<file path="src/hdl/int_ctrl_pkg.sv">
// Interrupt controller package with the priority class type and index width helper
package int_ctrl_pkg;

    // Class of the interrupt currently served
    // One bit wide, so the class doubles as a high-priority flag
    typedef enum logic {
        CLASS_LO = 1'b0,
        CLASS_HI = 1'b1
    } int_class_e;

    // Number of index bits needed to name one source in a bank of w sources
    // A single-source bank still gets one bit so the index port never collapses
    function automatic int id_width(input int w);
        int bits;
        bits = 1;
        if (w > 2) begin
            bits = $clog2(w);
        end
        return bits;
    endfunction

    // Class from a high-bank-pending flag
    function automatic int_class_e class_of(input logic hi_pending);
        int_class_e cls;
        cls = CLASS_LO;
        if (hi_pending) begin
            cls = CLASS_HI;
        end
        return cls;
    endfunction

endpackage
</file>
<file path="src/hdl/int_ctrl_top.sv">
// Two-class interrupt controller top level joining both status banks to the arbiter
`timescale 1ns/10ps

module int_ctrl_top import int_ctrl_pkg::*; #(
    parameter int DW = 16
) (
    input  logic                    clk,
    input  logic                    rst_n,
    input  logic [DW-1:0]           int_src_hi,
    input  logic [DW-1:0]           int_src_lo,
    input  logic                    valid_in,
    input  logic                    ack,
    output logic                    valid_out,
    output logic                    irq,
    output logic                    irq_hi,
    output logic [id_width(DW)-1:0] irq_id,
    output logic [DW-1:0]           status_hi,
    output logic [DW-1:0]           status_lo
);

    // High bank link
    logic [DW-1:0] bank_status_hi;
    logic          bank_update_hi;
    logic          ack_hi;

    // Low bank link
    logic [DW-1:0] bank_status_lo;
    logic          bank_update_lo;
    logic          ack_lo;

    // High-priority sources
    int_status_bank #(
        .DW (DW)
    ) u_bank_hi (
        .clk    (clk),
        .rst_n  (rst_n),
        .src    (int_src_hi),
        .valid  (valid_in),
        .ack    (ack_hi),
        .status (bank_status_hi),
        .update (bank_update_hi)
    );

    // Normal-priority sources
    // Same valid_in as the high bank, so both update on the same edge
    int_status_bank #(
        .DW (DW)
    ) u_bank_lo (
        .clk    (clk),
        .rst_n  (rst_n),
        .src    (int_src_lo),
        .valid  (valid_in),
        .ack    (ack_lo),
        .status (bank_status_lo),
        .update (bank_update_lo)
    );

    // Selection, acknowledge steering and output stage
    int_arbiter #(
        .DW (DW)
    ) u_arbiter (
        .clk         (clk),
        .rst_n       (rst_n),
        .ack         (ack),
        .status_hi   (bank_status_hi),
        .status_lo   (bank_status_lo),
        .update_hi   (bank_update_hi),
        .update_lo   (bank_update_lo),
        .ack_hi      (ack_hi),
        .ack_lo      (ack_lo),
        .irq         (irq),
        .irq_hi      (irq_hi),
        .irq_id      (irq_id),
        .valid_out   (valid_out),
        .status_hi_q (status_hi),
        .status_lo_q (status_lo)
    );

endmodule

</file>
<file path="src/hdl/int_arbiter.sv">
// Fixed-priority arbiter across both banks with acknowledge routing and output registers
`timescale 1ns/10ps

module int_arbiter import int_ctrl_pkg::*; #(
    parameter int DW = 16
) (
    input  logic                    clk,
    input  logic                    rst_n,
    input  logic                    ack,
    input  logic [DW-1:0]           status_hi,
    input  logic [DW-1:0]           status_lo,
    input  logic                    update_hi,
    input  logic                    update_lo,
    output logic                    ack_hi,
    output logic                    ack_lo,
    output logic                    irq,
    output logic                    irq_hi,
    output logic [id_width(DW)-1:0] irq_id,
    output logic                    valid_out,
    output logic [DW-1:0]           status_hi_q,
    output logic [DW-1:0]           status_lo_q
);

    localparam int IW = id_width(DW);

    // Combinational selection
    logic          pend_hi;
    logic          pend_lo;
    logic [IW-1:0] idx_hi;
    logic [IW-1:0] idx_lo;
    logic [IW-1:0] sel_id;
    int_class_e    sel_class;

    // Registered result written on edge N+2
    logic          irq_q;
    int_class_e    class_q;
    logic [IW-1:0] id_q;
    logic          valid_q;
    logic [DW-1:0] stat_hi_q;
    logic [DW-1:0] stat_lo_q;

    // Acknowledges that find nothing served
    logic          ack_idle;
    logic          ack_idle_q1;
    logic          ack_idle_q2;

    // Lowest set index of a bank
    // Scans downward so the last hit is the lowest bit
    function automatic logic [IW-1:0] lowest_set(input logic [DW-1:0] vec);
        logic [IW-1:0] idx;
        idx = '0;
        for (int i = DW - 1; i >= 0; i--) begin
            if (vec[i]) begin
                idx = IW'(i);
            end
        end
        return idx;
    endfunction

    assign pend_hi = |status_hi;
    assign pend_lo = |status_lo;
    assign idx_hi  = lowest_set(status_hi);
    assign idx_lo  = lowest_set(status_lo);

    // High bank wins whenever anything is pending there
    assign sel_class = class_of(pend_hi);
    assign sel_id    = (sel_class == CLASS_HI) ? idx_hi : idx_lo;

    // Acknowledge goes to the class on the registered outputs
    // With irq low it reaches neither bank
    assign ack_hi   = ack & irq_q & (class_q == CLASS_HI);
    assign ack_lo   = ack & irq_q & (class_q == CLASS_LO);
    assign ack_idle = ack & ~irq_q;

    // Dropped acknowledges still owe a valid_out
    // Two stages line them up with the bank update pulse
    always_ff @(posedge clk or negedge rst_n) begin
        if (!rst_n) begin
            ack_idle_q1 <= 1'b0;
            ack_idle_q2 <= 1'b0;
        end else begin
            ack_idle_q1 <= ack_idle;
            ack_idle_q2 <= ack_idle_q1;
        end
    end

    // Output registers
    // Both banks pulse update on the same edge for a shared valid_in, so OR gives one strobe
    always_ff @(posedge clk or negedge rst_n) begin
        if (!rst_n) begin
            irq_q     <= 1'b0;
            class_q   <= CLASS_LO;
            id_q      <= '0;
            valid_q   <= 1'b0;
            stat_hi_q <= '0;
            stat_lo_q <= '0;
        end else begin
            irq_q     <= pend_hi | pend_lo;
            class_q   <= sel_class;
            id_q      <= sel_id;
            valid_q   <= update_hi | update_lo | ack_idle_q2;
            stat_hi_q <= status_hi;
            stat_lo_q <= status_lo;
        end
    end

    assign irq         = irq_q;
    assign irq_hi      = (class_q == CLASS_HI);
    assign irq_id      = id_q;
    assign valid_out   = valid_q;
    assign status_hi_q = stat_hi_q;
    assign status_lo_q = stat_lo_q;

endmodule

</file>
<file path="src/hdl/int_status_bank.sv">
// Pending-status bank for one priority class, set by sources and auto-cleared on acknowledge
`timescale 1ns/10ps

module int_status_bank #(
    parameter int DW = 16
) (
    input  logic          clk,
    input  logic          rst_n,
    input  logic [DW-1:0] src,
    input  logic          valid,
    input  logic          ack,
    output logic [DW-1:0] status,
    output logic          update
);

    // Input stage sampled on edge N
    logic [DW-1:0] src_q;
    logic          valid_q;
    logic          ack_q;

    // Status stage written on edge N+1
    logic [DW-1:0] status_q;
    logic          update_q;

    // Combinational update terms
    logic [DW-1:0] new_bits;
    logic [DW-1:0] kept_bits;
    logic [DW-1:0] status_next;

    // Source payload
    // Qualified by valid_q further down
    always_ff @(posedge clk) begin
        src_q <= src;
    end

    // Strobes of the input stage
    always_ff @(posedge clk or negedge rst_n) begin
        if (!rst_n) begin
            valid_q <= 1'b0;
            ack_q   <= 1'b0;
        end else begin
            valid_q <= valid;
            ack_q   <= ack;
        end
    end

    // Sources only count when the strobe came with them
    assign new_bits = valid_q ? src_q : '0;

    // Acknowledge drops everything pending before this update
    assign kept_bits = ack_q ? '0 : status_q;

    // Bits sampled in the same update as an acknowledge survive the clear
    assign status_next = kept_bits | new_bits;

    // Status register
    // Held when neither strobe was sampled
    always_ff @(posedge clk or negedge rst_n) begin
        if (!rst_n) begin
            status_q <= '0;
        end else if (valid_q || ack_q) begin
            status_q <= status_next;
        end
    end

    // One update pulse per sampled strobe
    // High in the cycle after edge N+1 together with the new status
    always_ff @(posedge clk or negedge rst_n) begin
        if (!rst_n) begin
            update_q <= 1'b0;
        end else begin
            update_q <= valid_q | ack_q;
        end
    end

    assign status = status_q;
    assign update = update_q;

endmodule

</file>
<file path="config.mk">
export PLATFORM = sky130hd
export DESIGN_NAME = int_ctrl_top
export DESIGN_NICKNAME = d
export VERILOG_FILES = /design/src/hdl/int_ctrl_pkg.sv /design/src/hdl/int_ctrl_top.sv /design/src/hdl/int_arbiter.sv /design/src/hdl/int_status_bank.sv
export SDC_FILE = /design/constraint.sdc
export NUM_CORES = 1
export LEC_CHECK = 0
export ABC_AREA = 1
export BUFFER_PORTS_ARGS = -buffer_cell sky130_fd_sc_hd__buf_2
export CORE_UTILIZATION = 53
export DETAILED_ROUTE_END_ITERATION = 12
export PLACE_DENSITY = 0.81
export SYNTH_ARGS = -nofsm -noshare
export SYNTH_HDL_FRONTEND = slang
export SYNTH_HIERARCHICAL = 1
export SYNTH_SLANG_ARGS = --single-unit
</file>
<file path="constraint.sdc">
create_clock -name clk -period 1.7 [get_ports clk]
set_clock_uncertainty 0.1 [all_clocks]
set_input_delay 0.085 -clock clk [delete_from_list [all_inputs] [get_ports clk]]
set_output_delay 0.085 -clock clk [all_outputs]
set_load 0.1 [all_outputs]
</file>
; Word-level counts from Yosys, hierarchy flattened
; Index checks and enable logic that the tools add are counted.
; Widths: inputs -> output; s select.
[word_totals]
ff_bits = 110
out_inout_bits = 39
word_cells = 72
[op_classes]
mux = 38
bitwise_logic = 13
reduce_logical = 4
[op_table]
columns = op, n
row1 = $mux 4, 33
row2 = $mux 16, 4
row3 = $or 16x16->16, 2
row4 = $reduce_or 16->1, 2
row5 = $or 1x1->1, 5
row6 = $and 1x1->1, 4
row7 = $logic_or 1x1->1, 2
row8 = $not 1->1, 2
row9 = $mux 1, 1

; Depth between registers and ports, before layout
; Gate-level depths: netlist of the first run.
[logic_depth]
ltp_word = 17
ltp_mapped = 17

; Cells and area by module
; Netlist of the first run, hierarchy kept.
[modules_own_cells]
columns = module, n_inst, cells_each, area_each_um2, seq_area_each_um2
row1 = int_status_bank, 2, 88, 1024.7, 795.8
row2 = int_arbiter, 1, 150, 1519.0, 1026.0

; Worst setup path before layout of the first run
; OpenSTA, ideal clock, no wires.
[synth_timing]
path_kind = register to register
startpoint = reg u_bank_hi.status_q[9] (netlist: u_bank_hi/status[9])
endpoint = reg u_arbiter.id_q[1] (netlist: u_arbiter/irq_id[1])
setup_time_ns = 0.065
t_arrival_ns = 1.222
setup_slack_ns = 0.313
path_stages_with_launch = 8
n_path_buf = 0
synth_period_minus_slack_ns = 1.387
path_cell_list = dfrtp_1 -> nor4_4 -> nand4_2 -> nor2_2 -> inv_2 -> nor2_4 -> nand3_1 -> nand2_1
[synth_via]
word_cells_on_any_way = 13
classes_between = mux (12) / reduce/logical (1)
[synth_lines]
columns = item, line
row1 = "start, declared", int_status_bank.sv:22  ; logic [DW-1:0] status_q;
row2 = "start signal, assigned", int_status_bank.sv:62  ; status_q <= status_next;
row3 = $reduce_or 16->1, int_arbiter.sv:60  ; assign pend_hi = |status_hi;
row4 = via u_arbiter.pend_hi, int_arbiter.sv:27  ; logic pend_hi;
row5 = $mux 1, int_ctrl_pkg.sv:26  ; if (hi_pending) begin
row6 = $mux 4, int_arbiter.sv:67  ; assign sel_id = (sel_class == CLASS_HI) ? idx_hi : idx_lo;
row7 = via u_arbiter.sel_id[1], int_arbiter.sv:31  ; logic [IW-1:0] sel_id;
row8 = "end signal, assigned", int_arbiter.sv:100  ; id_q <= sel_id;
row9 = "end, declared", int_arbiter.sv:37  ; logic [IW-1:0] id_q;
; The timed path passes the listed nets, and every way through them passes these cells.
; A chain may end at the register's enable or synchronous reset.

; Worst setup path in the final report of the first run
; Same ends and word-level chain as after synthesis.

==> results of run 1 <==
-- worst max-delay path by stage --
stage	endpoint
3_3_place_gp	u_arbiter/irq_id[1]
5_1_grt	u_arbiter/irq_id[2]
2_1_floorplan	u_arbiter/irq_id[1]
6_report	u_arbiter/irq_id[1]
3_5_place_dp	u_arbiter/irq_id[1]
4_1_cts	u_arbiter/irq_id[1]
-- state kept, by name, summed over array words and instances, names as in the netlist, 4 cells and up --
signal,cells
u_arbiter/irq_id,4
u_arbiter/status_hi_q,16
u_arbiter/status_lo_q,16
u_bank_hi/src_q,16
u_bank_hi/status,16
u_bank_lo/src_q,16
u_bank_lo/status,16
-- repair_timing --
item / CTS / global route
resized for setup: 0 / 3
hold endpoints to repair: 116 / 0
endpoints found under the setup margin: 0 / 1
hold buffers: 35 / 0
-- layer usage --
layer	share of wire, %	up-vias	wire length (um)	global-route usage, %
met2	51	67	3280	34.5
met5	0	-	0	0
met3	5.2	15	333	5.34
li1	-	1212	-	-
met4	2.1	0	134	8.15
met1	42	1144	2680	24.3
-- area by class of cell --
type / count / area (um^2) / area share [%]
clock buffers: 11 / 151 / 3.32
flip-flops and latches: 111 / 2620 / 57.4
inverters: 37 / 139 / 3.05
clock inverters: 5 / 56.3 / 1.23
multi-input cells: 172 / 749 / 16.4
repair buffers: 111 / 751 / 16.5
well taps: 77 / 96.3 / 2.11
-- logic make-up after synthesis --
| kind of cell | synth area share, % |
|---|---|
| buf+inv | 5.93 |
| flops | 73.4 |
| compound gates | 1.09 |
| simple gates | 19.6 |
-- worst max-delay path, stage by stage (launching register included) --
cell	delay [ps]
dfrtp_1	450
nor4_4	340
nand4_2	160
nor2_4	140
inv_2	60
nor2_4	80
nand3_1	90
nand2_1	70
-- synthesized netlist by cell type, types with 2 or more instances --
master      n  share of area, %
nor2_1     12               1.3
inv_2       3              0.32
buf_6       4               1.3
nand3_1    10               1.4
nand2_2     2              0.35
nand2_1   131                14
clkbuf_8    2              0.77
nor4_1      2              0.35
or2_1       2              0.35
dfxtp_1    32                18
dfrtp_1    79                55
o21ai_0     2              0.28
inv_1      33               3.5
-- per-stage QoR --
step	power (mW)	std cells	area (um^2)	hold slack [ps]	util [%]
after global routing	5.26	524	4560	129	71.0
after detailed placement	3.47	473	3990	-30.3	62.2
final	5.05	524	4560	113	71.0
after floorplan	3.31	326	3570	-311	-
after CTS	5.07	524	4550	117	70.9
after global placement	3.46	473	3990	-36.2	62.2
-- power breakdown --
part / switching, mW / internal [mW]
Combinational: 0.487 / 0.165
Sequential: 0.0779 / 2.75
Clock: 0.814 / 0.759
==> impl_metrics.env, run 1 <==
export IMPL_clk_latency_ps=360
export IMPL_synth_cells=326
export IMPL_htreeDepth=3
export IMPL_synth_warnings=6
export IMPL_rsz0062_at_grt="false"
export IMPL_initial_utilization_pct=55.6
export IMPL_syn_num_nets=362
export IMPL_numPortBuffers=74
export IMPL_drive_gt1_share_pct=23.3
export IMPL_ys_types=25
export IMPL_die_height_um=84.1
export IMPL_setup_viol_count_final=0
export IMPL_failed_checks="DRC"
export IMPL_fin_setup_tns_ps=0
export IMPL_clk_pin_slew_ps=90
export IMPL_drt_wl_total_um=6430
export IMPL_clk_path_buf_depth=2
export IMPL_irDropWorstVdd_mv=0.657
export IMPL_crit_start="u_bank_hi/status[9]"
export IMPL_cellPowerDensity_nw_per_um2=1110
export IMPL_mappedNetlistArea_um2=3570
export IMPL_coreArea_um2=6420
export IMPL_track_usage_pct=20.2
export IMPL_drv_slew=0
export IMPL_post_cts_setup_buffer_count=0
export IMPL_fin_nets=478
export IMPL_critical_path_endpoint_type="flop"
export IMPL_ys_ff_latch=111
export IMPL_vias_per_cell=4.65
export IMPL_syn2layout_area_growth_pct=27.8
export IMPL_layout_common_cells="nand2_1, dfrtp_1, buf_2"
export IMPL_synth_edf_count=0
export IMPL_hold_class="in -> async"
export IMPL_max_slew_margin_pct=64.2
export IMPL_clock_sinks=111
export IMPL_antenna_found_initial=0
export IMPL_vias=2438
export IMPL_timing_fmax_mhz=647
export IMPL_ys_seq_area_share_pct=73.4
export IMPL_reg2reg_to="u_arbiter/irq_id[1]"
export IMPL_async_flop_share_pct=71.2
export IMPL_grt_pass1_wl_um=10800
export IMPL_p_leak_nw=2.31
export IMPL_numCtsBuffers=9
export IMPL_synth_area_per_cell_um2=10.9
export IMPL_fin_ws_ps=154
export IMPL_path_class="reg -> reg"
export IMPL_final_common_cell="nand2_1"
export IMPL_status="complete, but fails checks"
export IMPL_grt_pass1_vias=2398
export IMPL_drtIter0Drc=75
export IMPL_hold_viol=0
export IMPL_die_width_um=84.1
export IMPL_post_place_ws_ps=167
export IMPL_rr_startpoint="u_bank_hi/status[9]"
export IMPL_overflow=0
export IMPL_rows=29
export IMPL_drv_cap=0
export IMPL_hpwlAfterDp_um=4110
export IMPL_cp_max_fo=4
export IMPL_fp_dieArea_um2=7070
export IMPL_synth_flop_cell="dfrtp_1"
export IMPL_fin_crit_ps=1550
export IMPL_required_ps=1900
export IMPL_ctsRootBufferMaster="clkbuf_8"
export IMPL_fill_cells=469
export IMPL_finalCritPeriodShare_pct=90.9
export IMPL_cp_start_kind="flop"
export IMPL_critical_path_arrival_ps=1740
export IMPL_cts_tree="built"
export IMPL_ant_nets=0
export IMPL_drcViolationCount=6
export IMPL_routedWlPerCell_um=12.3
export IMPL_ios=75
export IMPL_place_congestion=0.756
export IMPL_grt_max_degree=46
export IMPL_antennaDiodeCount=0
export IMPL_worst_pin_slew_ps=537
export IMPL_reg2reg_depth=7
export IMPL_first_pass_iters=8
export IMPL_rrSetupSlack_ps=150
Power figures use the tool's default switching activity.
==> run 2, diff against run 1 <==
- BUFFER_PORTS_ARGS: -buffer_cell sky130_fd_sc_hd__buf_2 -> -buffer_cell sky130_fd_sc_hd__buf_4
==> run 2 against run 1 <==
- register-to-register slack worse by 150 ps
- the flow still finishes with violations (DRC)
- critical path depth down 2
- largest power group unchanged
- core utilization up 2.9 points
==> impl_metrics.env, run 2 (same netlist as run 1, synthesis figures left out) <==
export IMPL_status="complete, but fails checks"
export IMPL_failed_checks="DRC"
export IMPL_hold_class="in -> async"
export IMPL_hold_viol=0
export IMPL_multi_input_area_um2=748
export IMPL_reg2reg_depth=5
export IMPL_fin_ws_ps=8.72
export IMPL_path_class="reg -> reg"
export IMPL_clk_path_buf_depth=2
export IMPL_reg2reg_to="u_arbiter/irq_id[2]"
export IMPL_vias=2498
export IMPL_layout_common_cells="nand2_1, dfrtp_1, buf_4"
export IMPL_timing_fmax_mhz=591
export IMPL_hpwlAfterDp_um=4330
export IMPL_fill_cells=424
export IMPL_cts_tree="built"
export IMPL_drv_cap=0
export IMPL_critical_path_endpoint_type="flop"
export IMPL_finalCritPeriodShare_pct=99.5
export IMPL_die_width_um=84.1
export IMPL_cp_start_kind="flop"
export IMPL_grt_max_degree=53
export IMPL_seq_power_share_pct=54.8
export IMPL_first_pass_iters=8
export IMPL_clk_latency_ps=350
export IMPL_drt_wl_total_um=6720
export IMPL_drcViolationCount=5
export IMPL_ant_nets=0
export IMPL_crit_path_top_delay_cell="dfrtp_1"
export IMPL_die_height_um=84.1
export IMPL_drive_gt1_share_pct=22.8
export IMPL_fin_cells=524
export IMPL_rows=29
export IMPL_power_switching_mw=1.34
export IMPL_fp_dieArea_um2=7070
export IMPL_p_int_mw=3.83
export IMPL_grt_pass1_vias=2461
export IMPL_grt_pass1_wl_um=11200
export IMPL_coreArea_um2=6420
export IMPL_routedWlPerCell_um=12.8
export IMPL_max_stage_delay_ps=450
export IMPL_fin_crit_ps=1690
export IMPL_overflow=0
export IMPL_switching_share_pct=25.9
export IMPL_drtIter0Drc=133
export IMPL_numPortBuffers=74
export IMPL_syn2layout_area_growth_pct=33.1
export IMPL_fin_setup_tns_ps=0
export IMPL_regArea_um2=2620
export IMPL_rsz0062_at_grt="false"
export IMPL_final_common_cell="nand2_1"
export IMPL_fin_nets=478
export IMPL_setup_viol_count_final=0
export IMPL_clock_sinks=111
export IMPL_track_usage_pct=21.0
export IMPL_post_place_cells=473
export IMPL_max_slew_margin_pct=63.4
export IMPL_antennaDiodeCount=0
export IMPL_critical_path_arrival_ps=1810
export IMPL_crit_chain="nor4_1, buf_4, nor2_1, o21ai_0, a211oi_1"
export IMPL_post_place_ws_ps=122
export IMPL_htreeDepth=3
export IMPL_worst_pin_slew_ps=549
export IMPL_ctsRootBufferMaster="clkbuf_8"
export IMPL_place_congestion=0.762
export IMPL_initial_utilization_pct=55.6
export IMPL_cellPowerDensity_nw_per_um2=1090
export IMPL_antenna_found_initial=0
export IMPL_pwr_share_clk_pct=31.6
export IMPL_numCtsBuffers=9
export IMPL_ios=75
export IMPL_drv_slew=0
export IMPL_cp_max_fo=5
export IMPL_p_total_mw=5.17
export IMPL_p_leak_nw=2.39
export IMPL_required_ps=1820
export IMPL_share_comb_of_total_power_pct=13.6
export IMPL_clk_pin_slew_ps=90
export IMPL_rr_startpoint="u_bank_lo/status[15]"
export IMPL_rrSetupSlack_ps=9
export IMPL_vias_per_cell=4.77
export IMPL_irDropWorstVdd_mv=0.633
run 2: cell types whose count changed in the layout (fill, tap and decap cells not counted), sizes merged:
cell | previous run | this run
bufinv | 1 | 2
clkbuf | 11 | 12
clkinv | 4 | 3
clkinvlp | 1 | 0
run 2: metrics by stage:
step / util, % / cell area [um^2] / hold slack (ps)
4_1_cts: 73.8 / 4740 / 87.5
6_report: 74.0 / 4750 / 89.2
3_5_place_dp: 65.0 / 4180 / -66.4
2_1_floorplan: - / 3570 / -311
5_1_grt: 74.0 / 4750 / 97.9
3_3_place_gp: 65.0 / 4180 / -72.0
run 2: cell type report:
cell class                      instances  share of cell area, %
Inverter                               37                   2.92
Clock buffer                           12                   3.06
Tap cell                               77                   2.03
Multi-Input combinational cell        172                   15.8
Clock inverter                          4                   1.48
Sequential cell                       111                   55.1
Timing Repair Buffer                  111                   19.7
run 2: layer usage:
layer	share of wire, %	global-route usage, %
met5	0	0
met2	54	36.3
met4	2.5	9.25
met3	3.5	4.25
met1	40	25.5
run 2: power groups by stage:
stage | sequential (mW) | combinational, mW | clock (mW)
finish | 2.83 | 0.705 | 1.64
global placement | 2.88 | 0.631 | 0
CTS | 2.83 | 0.706 | 1.67
floorplan | 3.19 | 0.126 | 0
global route | 2.85 | 0.750 | 1.80
detailed placement | 2.89 | 0.640 | 0
run 2: what timing repair did:
action                     CTS  global route
setup buffers                0             0
gates resized for setup      0             2
hold endpoints to repair   116             0
setup endpoints to repair    0             2
hold buffers                35             0
run 2: worst max-delay path by stage:
stage / start / end / cells past startpoint
floorplan: u_bank_hi/status[9] / u_arbiter/irq_id[1] / 7
global placement: u_bank_hi/status[4] / u_arbiter/irq_id[1] / 9
detailed placement: u_bank_lo/status[14] / u_arbiter/irq_id[2] / 5
CTS: u_bank_hi/status[4] / u_arbiter/irq_id[1] / 9
global route: u_bank_lo/status[14] / u_arbiter/irq_id[0] / 17
finish: u_bank_lo/status[15] / u_arbiter/irq_id[2] / 5
run 2: worst max-delay path, delay by kind of cell (launching register included):
| kind | cells | cell delay (ps) |
|---|---|---|
| AOI/OAI and AO/OA | 2 | 320 |
| buffers and inverters | 1 | 200 |
| and+or+nand+nor | 2 | 490 |
| DFF | 1 | 450 |
